File: src/common/cpu_settings.svh
`ifndef CPU_SETTINGS_SVH
`define CPU_SETTINGS_SVH

`define CPU_XLEN      32
`define CPU_REG_COUNT 32

`define CPU_RESET_PC  32'h0000_0000
`define CPU_PC_STEP   32'd4

// major opcodes, instr[6:0]
`define CPU_OP_REG    7'b0110011
`define CPU_OP_IMM    7'b0010011
`define CPU_OP_LOAD   7'b0000011
`define CPU_OP_STORE  7'b0100011
`define CPU_OP_BRANCH 7'b1100011
`define CPU_OP_JAL    7'b1101111
`define CPU_OP_LUI    7'b0110111

`endif
File: src/common/cpu_pkg.sv
`include "cpu_settings.svh"

package cpu_pkg;

    typedef logic [`CPU_XLEN-1:0] word_t;
    typedef logic [`CPU_XLEN-1:0] addr_t;
    typedef logic [4:0]           reg_idx_t;

    typedef enum logic [2:0] {
        alu_add,
        alu_sub,
        alu_and,
        alu_or,
        alu_xor,
        alu_slt,
        alu_pass_b // lui goes through here
    } alu_op_e;

    typedef enum logic [2:0] {
        step_fetch,
        step_decode,
        step_execute,
        step_memory,
        step_writeback
    } step_e;

    typedef struct packed {
        reg_idx_t rs1;
        reg_idx_t rs2;
        reg_idx_t rd;
        alu_op_e  alu_op;
        logic     use_imm;   // operand b from imm instead of rs2
        logic     is_load;
        logic     is_store;
        logic     is_branch;
        logic     branch_ne;
        logic     is_jal;
        logic     writes_rd;
        word_t    imm;
    } decoded_t;

    typedef struct packed {
        addr_t addr;
        word_t wdata;
        logic  write;
    } mem_cmd_t;

endpackage

File: src/cpu/five_cycle_cpu.sv
`timescale 1ns/1ps

module five_cycle_cpu (
    input  logic             clk,
    input  logic             rst,
    output logic             mem_req,
    output cpu_pkg::mem_cmd_t mem_cmd,
    input  logic             mem_ack,
    input  cpu_pkg::word_t   mem_rdata
);
    import cpu_pkg::*;

    addr_t    pc;
    addr_t    target;
    logic     pc_advance;
    logic     pc_jump;

    word_t    instr;
    decoded_t dec;

    word_t    rs1_data;
    word_t    rs2_data;
    logic     rd_write;
    word_t    rd_data;

    word_t    alu_a;
    word_t    alu_b;
    word_t    alu_result;
    logic     taken;

    logic     port_start;
    mem_cmd_t port_cmd;
    logic     port_done;
    word_t    port_rdata;

    cpu_sequencer sequencer_i (
        .clk        ( clk ),
        .rst        ( rst ),
        .pc         ( pc ),
        .dec        ( dec ),
        .rs1_data   ( rs1_data ),
        .rs2_data   ( rs2_data ),
        .alu_result ( alu_result ),
        .taken      ( taken ),
        .mem_start  ( port_start ),
        .mem_cmd    ( port_cmd ),
        .mem_done   ( port_done ),
        .mem_data   ( port_rdata ),
        .instr      ( instr ),
        .alu_a      ( alu_a ),
        .alu_b      ( alu_b ),
        .rd_write   ( rd_write ),
        .rd_data    ( rd_data ),
        .pc_advance ( pc_advance ),
        .pc_jump    ( pc_jump )
    );

    program_counter pc_i (
        .clk     ( clk ),
        .rst     ( rst ),
        .advance ( pc_advance ),
        .jump    ( pc_jump ),
        .target  ( target ),
        .pc      ( pc )
    );

    instr_decoder decoder_i (
        .instr ( instr ),
        .dec   ( dec )
    );

    alu alu_i (
        .op        ( dec.alu_op ),
        .a         ( alu_a ),
        .b         ( alu_b ),
        .pc        ( pc ),
        .imm       ( dec.imm ),
        .branch_ne ( dec.branch_ne ),
        .result    ( alu_result ),
        .taken     ( taken ),
        .target    ( target )
    );

    register_file regs_i (
        .clk      ( clk ),
        .rst      ( rst ),
        .rs1      ( dec.rs1 ),
        .rs2      ( dec.rs2 ),
        .rs1_data ( rs1_data ),
        .rs2_data ( rs2_data ),
        .rd       ( dec.rd ),   // instr register holds still until writeback
        .rd_write ( rd_write ),
        .rd_data  ( rd_data )
    );

    mem_port mem_port_i (
        .clk       ( clk ),
        .rst       ( rst ),
        .start     ( port_start ),
        .cmd_in    ( port_cmd ),
        .done      ( port_done ),
        .rdata_out ( port_rdata ),
        .mem_req   ( mem_req ),
        .mem_cmd   ( mem_cmd ),
        .mem_ack   ( mem_ack ),
        .mem_rdata ( mem_rdata )
    );

endmodule

File: src/cpu/cpu_sequencer.sv
`timescale 1ns/1ps

`include "cpu_settings.svh"

module cpu_sequencer (
    input  logic              clk,
    input  logic              rst,
    input  cpu_pkg::addr_t    pc,
    input  cpu_pkg::decoded_t dec,
    input  cpu_pkg::word_t    rs1_data,
    input  cpu_pkg::word_t    rs2_data,
    input  cpu_pkg::word_t    alu_result,
    input  logic              taken,
    output logic              mem_start,
    output cpu_pkg::mem_cmd_t mem_cmd,
    input  logic              mem_done,
    input  cpu_pkg::word_t    mem_data,
    output cpu_pkg::word_t    instr,
    output cpu_pkg::word_t    alu_a,
    output cpu_pkg::word_t    alu_b,
    output logic              rd_write,
    output cpu_pkg::word_t    rd_data,
    output logic              pc_advance,
    output logic              pc_jump
);
    import cpu_pkg::*;

    step_e    step;
    logic     issued;      // request handed to mem_port and not yet done
    word_t    instr_q;
    decoded_t dec_q;
    word_t    rs1_q;
    word_t    rs2_q;
    word_t    result_q;
    logic     taken_q;
    word_t    load_q;
    logic     mem_access;

    assign mem_access = dec_q.is_load || dec_q.is_store;

    always_ff @(posedge clk) begin
        if (!rst) begin
            step   <= step_fetch;
            issued <= 1'b0;
        end else begin
            if (mem_start)
                issued <= 1'b1;
            else if (mem_done)
                issued <= 1'b0;
            case (step)
                step_fetch:     if (mem_done) step <= step_decode;
                step_decode:    step <= step_execute;
                step_execute:   step <= step_memory;
                step_memory:    if (!mem_access || mem_done) step <= step_writeback;
                step_writeback: step <= step_fetch;
                default:        step <= step_fetch;
            endcase
        end
    end

    always_ff @(posedge clk) begin
        if (step == step_fetch && mem_done)
            instr_q <= mem_data;
        if (step == step_decode) begin
            dec_q <= dec;
            rs1_q <= rs1_data;
            rs2_q <= rs2_data;
        end
        if (step == step_execute) begin
            result_q <= alu_result;
            taken_q  <= taken;
        end
        if (step == step_memory && mem_done)
            load_q <= mem_data;
    end

    assign instr = instr_q;
    assign alu_a = rs1_q;
    assign alu_b = dec_q.use_imm ? dec_q.imm : rs2_q;

    assign mem_start = !issued && (step == step_fetch || (step == step_memory && mem_access));

    always_comb begin
        if (step == step_fetch)
            mem_cmd = '{addr: pc, wdata: '0, write: 1'b0};
        else
            mem_cmd = '{addr: result_q, wdata: rs2_q, write: dec_q.is_store};
    end

    always_comb begin
        if (dec_q.is_load)
            rd_data = load_q;
        else if (dec_q.is_jal)
            rd_data = pc + `CPU_PC_STEP; // link address
        else
            rd_data = result_q;
    end

    assign rd_write   = step == step_writeback && dec_q.writes_rd;
    assign pc_jump    = step == step_writeback && (dec_q.is_jal || (dec_q.is_branch && taken_q));
    assign pc_advance = step == step_writeback && !pc_jump;

    // mem_port answers only a request issued from the fetch or memory step
    assert property (@(posedge clk) disable iff (!rst)
        mem_done |-> issued && (step == step_fetch || step == step_memory));

endmodule

File: src/cpu/program_counter.sv
`timescale 1ns/1ps

`include "cpu_settings.svh"

module program_counter (
    input  logic           clk,
    input  logic           rst,
    input  logic           advance,
    input  logic           jump,
    input  cpu_pkg::addr_t target,
    output cpu_pkg::addr_t pc
);
    import cpu_pkg::*;

    addr_t pc_q;

    always_ff @(posedge clk) begin
        if (!rst) begin
            pc_q <= `CPU_RESET_PC;
        end else if (jump) begin
            pc_q <= target;
        end else if (advance) begin
            pc_q <= pc_q + `CPU_PC_STEP;
        end
    end

    assign pc = pc_q;

    // the sequencer picks exactly one way to leave writeback
    assert property (@(posedge clk) disable iff (!rst) !(advance && jump));

endmodule

File: src/cpu/instr_decoder.sv
`timescale 1ns/1ps

`include "cpu_settings.svh"

module instr_decoder (
    input  cpu_pkg::word_t    instr,
    output cpu_pkg::decoded_t dec
);
    import cpu_pkg::*;

    logic [6:0] opcode;
    logic [2:0] funct3;
    logic [6:0] funct7;
    word_t      imm_i;
    word_t      imm_s;
    word_t      imm_b;
    word_t      imm_j;
    word_t      imm_u;

    assign opcode = instr[6:0];
    assign funct3 = instr[14:12];
    assign funct7 = instr[31:25];

    assign imm_i = {{20{instr[31]}}, instr[31:20]};
    assign imm_s = {{20{instr[31]}}, instr[31:25], instr[11:7]};
    assign imm_b = {{19{instr[31]}}, instr[31], instr[7], instr[30:25], instr[11:8], 1'b0};
    assign imm_j = {{11{instr[31]}}, instr[31], instr[19:12], instr[20], instr[30:21], 1'b0};
    assign imm_u = {instr[31:12], 12'b0};

    always_comb begin
        dec        = '0;     // anything not matched below retires as a no-op
        dec.rs1    = instr[19:15];
        dec.rs2    = instr[24:20];
        dec.rd     = instr[11:7];
        dec.alu_op = alu_add;

        case (opcode)
            `CPU_OP_REG: begin
                dec.writes_rd = 1'b1;
                case (funct3)
                    3'b000:  dec.alu_op = funct7[5] ? alu_sub : alu_add;
                    3'b010:  dec.alu_op = alu_slt;
                    3'b100:  dec.alu_op = alu_xor;
                    3'b110:  dec.alu_op = alu_or;
                    3'b111:  dec.alu_op = alu_and;
                    default: dec.writes_rd = 1'b0; // shifts and sltu not kept
                endcase
            end
            `CPU_OP_IMM: begin
                dec.use_imm   = 1'b1;
                dec.imm       = imm_i;
                dec.writes_rd = funct3 == 3'b000; // addi only
            end
            `CPU_OP_LOAD: begin
                dec.use_imm   = 1'b1;
                dec.imm       = imm_i;
                dec.is_load   = 1'b1;
                dec.writes_rd = 1'b1;
            end
            `CPU_OP_STORE: begin
                dec.use_imm  = 1'b1;
                dec.imm      = imm_s;
                dec.is_store = 1'b1;
            end
            `CPU_OP_BRANCH: begin
                dec.imm       = imm_b;
                dec.is_branch = funct3 == 3'b000 || funct3 == 3'b001;
                dec.branch_ne = funct3 == 3'b001;
            end
            `CPU_OP_JAL: begin
                dec.imm       = imm_j;
                dec.is_jal    = 1'b1;
                dec.writes_rd = 1'b1;
            end
            `CPU_OP_LUI: begin
                dec.use_imm   = 1'b1;
                dec.imm       = imm_u;
                dec.alu_op    = alu_pass_b;
                dec.writes_rd = 1'b1;
            end
            default: ;
        endcase
    end

endmodule

File: src/cpu/register_file.sv
`timescale 1ns/1ps

`include "cpu_settings.svh"

module register_file (
    input  logic             clk,
    input  logic             rst,
    input  cpu_pkg::reg_idx_t rs1,
    input  cpu_pkg::reg_idx_t rs2,
    output cpu_pkg::word_t   rs1_data,
    output cpu_pkg::word_t   rs2_data,
    input  cpu_pkg::reg_idx_t rd,
    input  logic             rd_write,
    input  cpu_pkg::word_t   rd_data
);
    import cpu_pkg::*;

    word_t regs [`CPU_REG_COUNT];

    always_ff @(posedge clk) begin
        if (!rst) begin
            for (int i = 0; i < `CPU_REG_COUNT; i++)
                regs[i] <= '0;
        end else if (rd_write && rd != '0) begin // x0 stays zero
            regs[rd] <= rd_data;
        end
    end

    assign rs1_data = regs[rs1];
    assign rs2_data = regs[rs2];

endmodule

File: src/cpu/alu.sv
`timescale 1ns/1ps

module alu (
    input  cpu_pkg::alu_op_e op,
    input  cpu_pkg::word_t   a,
    input  cpu_pkg::word_t   b,
    input  cpu_pkg::addr_t   pc,
    input  cpu_pkg::word_t   imm,
    input  logic             branch_ne,
    output cpu_pkg::word_t   result,
    output logic             taken,
    output cpu_pkg::addr_t   target
);
    import cpu_pkg::*;

    logic less;

    assign less = $signed(a) < $signed(b);

    always_comb begin
        case (op)
            alu_add:    result = a + b;
            alu_sub:    result = a - b;
            alu_and:    result = a & b;
            alu_or:     result = a | b;
            alu_xor:    result = a ^ b;
            alu_slt:    result = word_t'(less);
            alu_pass_b: result = b;
            default:    result = a + b;
        endcase
    end

    assign taken  = (a == b) ^ branch_ne; // beq, or bne when flipped
    assign target = addr_t'(pc + imm);    // shared by branches and jal

endmodule

File: src/verilog/mem_port.sv
`timescale 1ns/1ps

module mem_port (
    input  logic              clk,
    input  logic              rst,
    input  logic              start,
    input  cpu_pkg::mem_cmd_t cmd_in,
    output logic              done,
    output cpu_pkg::word_t    rdata_out,
    output logic              mem_req,
    output cpu_pkg::mem_cmd_t mem_cmd,
    input  logic              mem_ack,
    input  cpu_pkg::word_t    mem_rdata
);
    import cpu_pkg::*;

    typedef enum logic [1:0] {
        port_idle,
        port_req,    // req high, waiting for ack
        port_done,   // data captured, req dropped
        port_drain   // waiting for ack to fall
    } port_state_e;

    port_state_e state;
    logic        pending;  // start seen while ack was still high
    mem_cmd_t    cmd_q;
    word_t       rdata_q;

    always_ff @(posedge clk) begin
        if (!rst) begin
            state   <= port_idle;
            pending <= 1'b0;
        end else begin
            case (state)
                port_idle:  if (start) state <= port_req;
                port_req:   if (mem_ack) state <= port_done;
                port_done:  state <= port_drain;
                port_drain: begin
                    if (start)
                        pending <= 1'b1;
                    if (!mem_ack) begin
                        state   <= (pending || start) ? port_req : port_idle;
                        pending <= 1'b0;
                    end
                end
                default:    state <= port_idle;
            endcase
        end
    end

    always_ff @(posedge clk) begin
        if (start && (state == port_idle || state == port_drain))
            cmd_q <= cmd_in;
        if (state == port_req && mem_ack)
            rdata_q <= mem_rdata;
    end

    assign mem_req   = state == port_req;
    assign mem_cmd   = cmd_q;
    assign done      = state == port_done;
    assign rdata_out = rdata_q;

    // the memory may sample the command on any cycle before it acks
    assert property (@(posedge clk) disable iff (!rst)
        mem_req && !mem_ack |=> $stable(mem_cmd));

endmodule

File: config.mk
export PLATFORM = sky130hd
export DESIGN_NAME = five_cycle_cpu
export DESIGN_NICKNAME = d
export VERILOG_FILES = /design/src/common/cpu_pkg.sv /design/src/cpu/five_cycle_cpu.sv /design/src/cpu/cpu_sequencer.sv /design/src/cpu/program_counter.sv /design/src/cpu/instr_decoder.sv /design/src/cpu/register_file.sv /design/src/cpu/alu.sv /design/src/verilog/mem_port.sv
export VERILOG_INCLUDE_DIRS = /design/src /design/src/common
export SDC_FILE = /design/constraint.sdc
export NUM_CORES = 2
export LEC_CHECK = 0
export BUFFER_PORTS_ARGS = -buffer_cell sky130_fd_sc_hd__buf_2
export CORE_ASPECT_RATIO = 0.75
export CORE_MARGIN = 3
export CORE_UTILIZATION = 49
export CTS_CLUSTER_DIAMETER = 30
export CTS_CLUSTER_SIZE = 24
export DETAILED_ROUTE_END_ITERATION = 8
export GPL_ROUTABILITY_DRIVEN = 0
export PLACE_DENSITY_LB_ADDON = 0.1
export SKIP_LAST_GASP = 1
export SYNTH_ARGS = -nofsm -noshare
export SYNTH_HDL_FRONTEND = slang
export SYNTH_SLANG_ARGS = --single-unit
File: constraint.sdc
create_clock -name clk -period 7.95 [get_ports clk]
set_input_delay 1.1925 -clock clk [delete_from_list [all_inputs] [get_ports clk]]
set_output_delay 1.1925 -clock clk [all_outputs]
set_load 0.02 [all_outputs]
# Word-level counts from Yosys, hierarchy flattened
# Memories as Yosys holds them, arrays and structs flattened. A register that Yosys moved wholly into a read port is not among the register bits.
# Cells that the tools add are included.
[totals]
out_inout_bits = 66
wordCells = 134
ramBits = 1024
n_memories = 1
regBits = 271
inputBits = 35
[memory_table]
columns = ["memory", "words", "word_bits", "rd", "rd_clocked_by_memory_dff", "write_ports", "line_no", "rtl"]
rows = [
  ["regs_i.regs", 32, 32, 2, 2, 32, "register_file.sv:18", "word_t regs [`CPU_REG_COUNT];"],
]
[classes]
n_eq_ne = 32
bitwise_logic = 4
order_cmp = 1
add_sub_neg = 4
muxes = 37
n_reduce_logical = 35
[ops]
columns = ["cell", "n"]
rows = [
  ["$mux W32", 6],
  ["$pmux W32 S6", 1],
  ["$pmux W32 S5", 1],
  ["$mux W65", 1],
  ["$add A32 B32 Y32", 2],
  ["$add A32 B3 Y32 const B", 1],
  ["$and A32 B32 Y32", 1],
  ["$eq A32 B32 Y1", 1],
  ["$lt A32 B32 Y1", 1],
  ["$or A32 B32 Y32", 1],
  ["$reduce_or A32 Y1", 1],
  ["$sub A32 B32 Y32", 1],
  ["$xor A32 B32 Y32", 1],
  ["$eq A3 B3 Y1 const B", 7],
  ["$eq A7 B6 Y1 const B", 3],
  ["$mux W1", 17],
  ["$eq A3 B2 Y1 const B", 5],
  ["$pmux W3 S5", 1],
  ["$eq A7 B7 Y1 const B", 2],
  ["$pmux W3 S4", 1],
  ["$logic_and A1 B1 Y1", 11],
  ["$ne A2 B1 Y1 const B", 5],
  ["$eq A3 B1 Y1 const B", 3],
  ["$pmux W2 S4", 1],
  ["other kinds (23)", 38],
]

# Logic depth before layout (Yosys ltp)
[depth]
word_depth = 8
depth_mapped = 19
ltp_nobuf = 17

# By module
# Synthesis repeated with hierarchy kept, for this count alone.
[hier_totals]
hier_cells = 6730
hier_area_um2 = 77071.4
[modules_own_cells]
columns = ["mod", "n_inst", "cells_each", "seq_area_each_um2", "area_per_inst_um2"]
rows = [
  ["register_file", 1, 4609, 30749.5, 55715.9],
  ["cpu_sequencer", 1, 543, 6055.8, 8384.3],
  ["alu", 1, 1125, 0.0, 7219.4],
  ["mem_port", 1, 123, 2972.9, 3153.0],
  ["program_counter", 1, 233, 640.6, 1864.3],
  ["instr_decoder", 1, 97, 0.0, 734.5],
]

# Worst setup path before layout
# Ideal clock, no wire load.
[synth_timing]
path_kind = "reg-to-reg"
from = "register sequencer_i.step[0]"
to = "register sequencer_i.rs1_q[0] (netlist: sequencer_i.alu_a[0]) (read register of regs_i.regs) (enable)"
n_path_buf = 0
path_stages_with_launch = 3
setup_ps = 574
period_less_slack_ps = 5680
required_time_ps = 7376
setup_slack_ps = 2270
arrival_ps = 5106
cell_sequence = "dfxtp_1 > nor2b_1 > nor2b_1"
[synth_between]
elab_chain_len = 1
[synth_rtl]
columns = ["element", "line_no", "rtl"]
rows = [
  ["from (decl)", "cpu_sequencer.sv:28", "step_e step;"],
  ["from (signal assigned)", "cpu_sequencer.sv:43", "step <= step_fetch;"],
  ["from (signal assigned)", "cpu_sequencer.sv:51", "step_fetch: if (mem_done) step <= step_decode;"],
  ["from (signal assigned)", "cpu_sequencer.sv:52", "step_decode: step <= step_execute;"],
  ["$eq A3 B1 Y1", "cpu_sequencer.sv:64", "if (step == step_decode) begin"],
  ["to (decl)", "cpu_sequencer.sv:32", "word_t rs1_q;"],
]
# No other way between the ends.
# A chain may end at the register's enable or synchronous reset.

# Final worst setup path
[layout_timing]
from = "register sequencer_i.instr_q[5] (netlist: sequencer_i.instr[5])"
to = "register pc_i.pc_q[30] (netlist: pc_i.pc[30])"
[layout_between]
elab_chain_len = 5
elab_cells_between_ends = 10
classes_between = "add/sub (1); eq/ne (6); mux (2); reduce/logical (1)"
[layout_rtl]
columns = ["element", "line_no", "rtl"]
rows = [
  ["from (decl)", "cpu_sequencer.sv:30", "word_t instr_q;"],
  ["from (signal assigned)", "cpu_sequencer.sv:63", "instr_q <= mem_data;"],
  ["$eq A7 B5 Y1 / $eq A7 B2 Y1 (equally long branches)", "instr_decoder.sv:37", "case (opcode)"],
  ["$reduce_or A2 Y1 (no line)", "--", ""],
  ["$pmux W32 S5 *", "instr_decoder.sv:37", ""],
  ["named net alu_i.imm[8]", "alu.sv:8", "input cpu_pkg::word_t imm,"],
  ["$add A32 B32 Y32 *", "alu.sv:34", "assign target = addr_t'(pc + imm);"],
  ["$mux W32 *", "program_counter.sv:20", "end else if (jump) begin"],
  ["to (signal assigned)", "program_counter.sv:19", "pc_q <= `CPU_RESET_PC;"],
  ["to (signal assigned)", "program_counter.sv:21", "pc_q <= target;"],
  ["to (signal assigned)", "program_counter.sv:23", "pc_q <= pc_q + `CPU_PC_STEP;"],
  ["to (decl)", "program_counter.sv:15", "addr_t pc_q;"],
]
# The timed path passes the listed nets; every way through them passes the cells marked *.

==> reports/summary.txt <==
Status - completed
Routing usage on met3 - 13.3%
Full die area - 150000 um2
YS warnings - 0
Clk sink count - 1359
Port buffer count - 100
Total core area - 144000 um2
Dominant cell type by area after synthesis - edfxtp_1
Crit path kind - reg2reg
Synth Register Bits - 1359
Die Span Y - 336 um
DR vias/cell - 6.63
Grt total ovfl - 0
DR iter-0 viols - 6937
Post-cts repair resize count - 0
Initial Utilization - 49.6%
Most common cell after layout, fill and taps aside - edfxtp_1
Fill cells - 11300
Util after Layout - 57.2%
Largest net degree at the start of global routing - 140
Nets - 5292
Reg clk slew, reported paths - 0.06 ns
Avg Inst Size Synth - 14.1 um2
Total GRT Usage - 32.8%
Hpwl dp - 153 mm
Seq/Total Area, Yosys - 56.7%
Leak - 29.3 nW
Grt met2 use - 44.6%
RSZ-0062 raised after global routing - no
Hold Startpoint - mem_port_i.rdata_out[15]
Total I/O pin count - 101
Final Hold Fails - 0
Crit path from - sequencer_i.instr[5]
CTS Hold Bufs - 0
Clock Path Buffers - 3
Slew HR - 9.96%
Share of the synthesized area in the top cell type - 55.6%
Worst skew pair latency - 0.86 ns
Postcts setup bufs - 0
Vias in the first global route - 46400
Area Growth Syn to Fin - 15.3%
First-pass GRT wire length - 346 mm
Crit Path Max Fanout - 7
DR DRC count - 0
Initial antenna violation count - 11
Post-route ant nets - 0
CTS tree - yes
Top post-synthesis cells by area - edfxtp_1 56%, mux4_2 20%, nor2_1 6.0%
Worst setup SP type - register
CTS root buffer - clkbuf_16
Highest-count cells in the layout ignoring fill and taps - 1320 x edfxtp_1, 1144 x nor2_1, 640 x mux4_2
Min Tclk post-route - 5.12 ns
Die width - 446 um
Netlist cell types - 89
Async set-or-reset flop fraction in the synthesized netlist - 0%
Cells on worst reg2reg path - 17
Max Fclk - 0.195 GHz
Period utilization - 64.3%
Wire length per cell - 34.0 um
Worst-Margin Slew - 1.35 ns
Gr busiest metal - met1
CP Capture Type - register
Worst r2r dst - pc_i.pc[30]
Worst hold path stage count - 0
Data arrival, critical path - 5.85 ns
Worst r2r src - sequencer_i.instr[5]
Post-Syn Instances - 5058
Setup tns final - 0 ns
Final setup viols - 0
Drt pass-1 iters - 6
R2R setup slack - 2.83 ns
Pwr dens - 309 nW/um2
Main synth FF type - edfxtp_1
Max-slew violations - 0
Critical Path Sink - pc_i.pc[30]
H-tree Lvls - 4
CTS Buf Count - 237
Vias - 47900
Worst hold slack - 0.436 ns
Layout cells sized above 1 - 29.2%
EDFF count, synth - 1320
Peak supply drop - 0.000238 V
Maxcap violations - 0
Crit path required time - 8.68 ns
M1 GR Usage - 48.2%
Worst hold path type - reg2reg
Wirelength, routed - 245 mm
Clock skew - 0.0452 ns
Mapped Area - 71300 um2
Rows - 120
-- metrics by stage --
| stage | worst slack, ns | instances | power (mW) | area (um2) |
|---|---|---|---|---|
| floorplan | 2.27 | 5089 | 12.9 | 71400 |
| global placement | 3.09 | 6767 | 15.0 | 74000 |
| detailed placement | 3.05 | 6767 | 15.1 | 74000 |
| CTS | 3.03 | 7216 | 25.3 | 82200 |
| global route | 2.57 | 7217 | 26.2 | 82200 |
| finish | 2.83 | 7218 | 25.4 | 82200 |
-- final cells by class --
type | instances | area, um2 | share of cell area (%)
inverter | 105 | 395 | 0.481
clock inverter | 186 | 2040 | 2.49
multi-input combinational | 3170 | 29200 | 35.5
timing repair buffer | 242 | 1650 | 2.01
tap | 1891 | 2370 | 2.88
antenna | 2 | 5.00 | 0.00609
clock buffer | 263 | 6100 | 7.42
sequential | 1359 | 40400 | 49.2
-- worst min path at each step --
stage / slack [ns] / endpoint
floorplan: 0.42 / sequencer_i.instr[0]
global placement: 0.43 / sequencer_i.instr[13]
detailed placement: 0.43 / sequencer_i.instr[15]
CTS: 0.44 / sequencer_i.instr[15]
global route: 0.45 / sequencer_i.instr[15]
finish: 0.44 / sequencer_i.instr[15]
-- worst max-delay path, cell delays in order (launching register included) --
cell and delay (ns):
edfxtp_1 0.45, nand2b_1 0.13, nor2_1 0.05, nand4_1 0.12
nand2_1 0.15, nor2_1 0.65, nor2b_1 0.27, ha_1 0.47
nand4_1 0.21, nor3_1 0.24, a21oi_1 0.18, o311ai_1 0.61
a41oi_1 0.37, o21ai_1 0.33, a41oi_1 0.20, and2b_1 0.21
mux2i_1 0.11, a221oi_1 0.22
-- state kept, by name, summed over array words and instances, names as in the netlist --
signal,flops
mem_port_i.pending,1
sequencer_i.dec_q,38
sequencer_i.taken_q,1
sequencer_i.load_q,32
mem_port_i.mem_cmd,65
regs_i.regs,1024
sequencer_i.alu_a,32
sequencer_i.step,3
sequencer_i.instr,32
sequencer_i.rs2_q,32
mem_port_i.state,2
mem_port_i.rdata_out,32
pc_i.pc,32
sequencer_i.issued,1
sequencer_i.result_q,32
-- per-layer routing --
layer  part of all wire [%]  wire length [um]
met1                     40             99000
met2                     42            102000
met3                     15             36400
met4                    3.1              7720
met5                  0.042               103
-- cells in the mapped netlist (7+ instances only) --
master and n:
a211oi_1 37, nand3_1 34, nor2_1 1146, a222oi_1 12, nor3_1 32, nor2b_1 59
dfxtp_1 39, inv_1 104, buf_1 60, a31oi_1 13, a21oi_1 160, mux2i_1 27
ha_1 139, nand2_1 175, nand2b_1 12, or4_1 7, nand4_1 11, edfxtp_1 1320
mux2_2 114, xor2_1 33, clkbuf_1 354, o21bai_1 15, xnor2_1 43, a221oi_1 29
o21a_1 11, nor2_2 30, mux4_2 640, buf_2 33, o221ai_1 15, nor4_1 14
or3_1 11, o211ai_1 12, o21ai_0 113, and3_1 18, a21o_1 47, a22oi_1 7
o22ai_1 9, o31ai_1 7
-- where the power goes --
group | internal (mW) | leakage [nW] | switching (mW)
logic | 1.99 | 11.8 | 3.84
registers | 8.77 | 13.6 | 0.524
clock network | 6.48 | 3.87 | 3.80
-- logic make-up after synthesis --
kind of cell	Yosys count	share of synthesized area [%]
AND/OR/NAND/NOR	1592	9.38
flip-flops	1359	56.7
multiplexers	781	22.4
buffers and inverters	560	3.06
AO/OA/AOI/OAI	547	5.01
adder cells (fa/ha/maj)	142	2.52
XOR/XNOR	76	0.934
other	1	0.00526
Note: power is estimated with default switching activity, not from simulation.
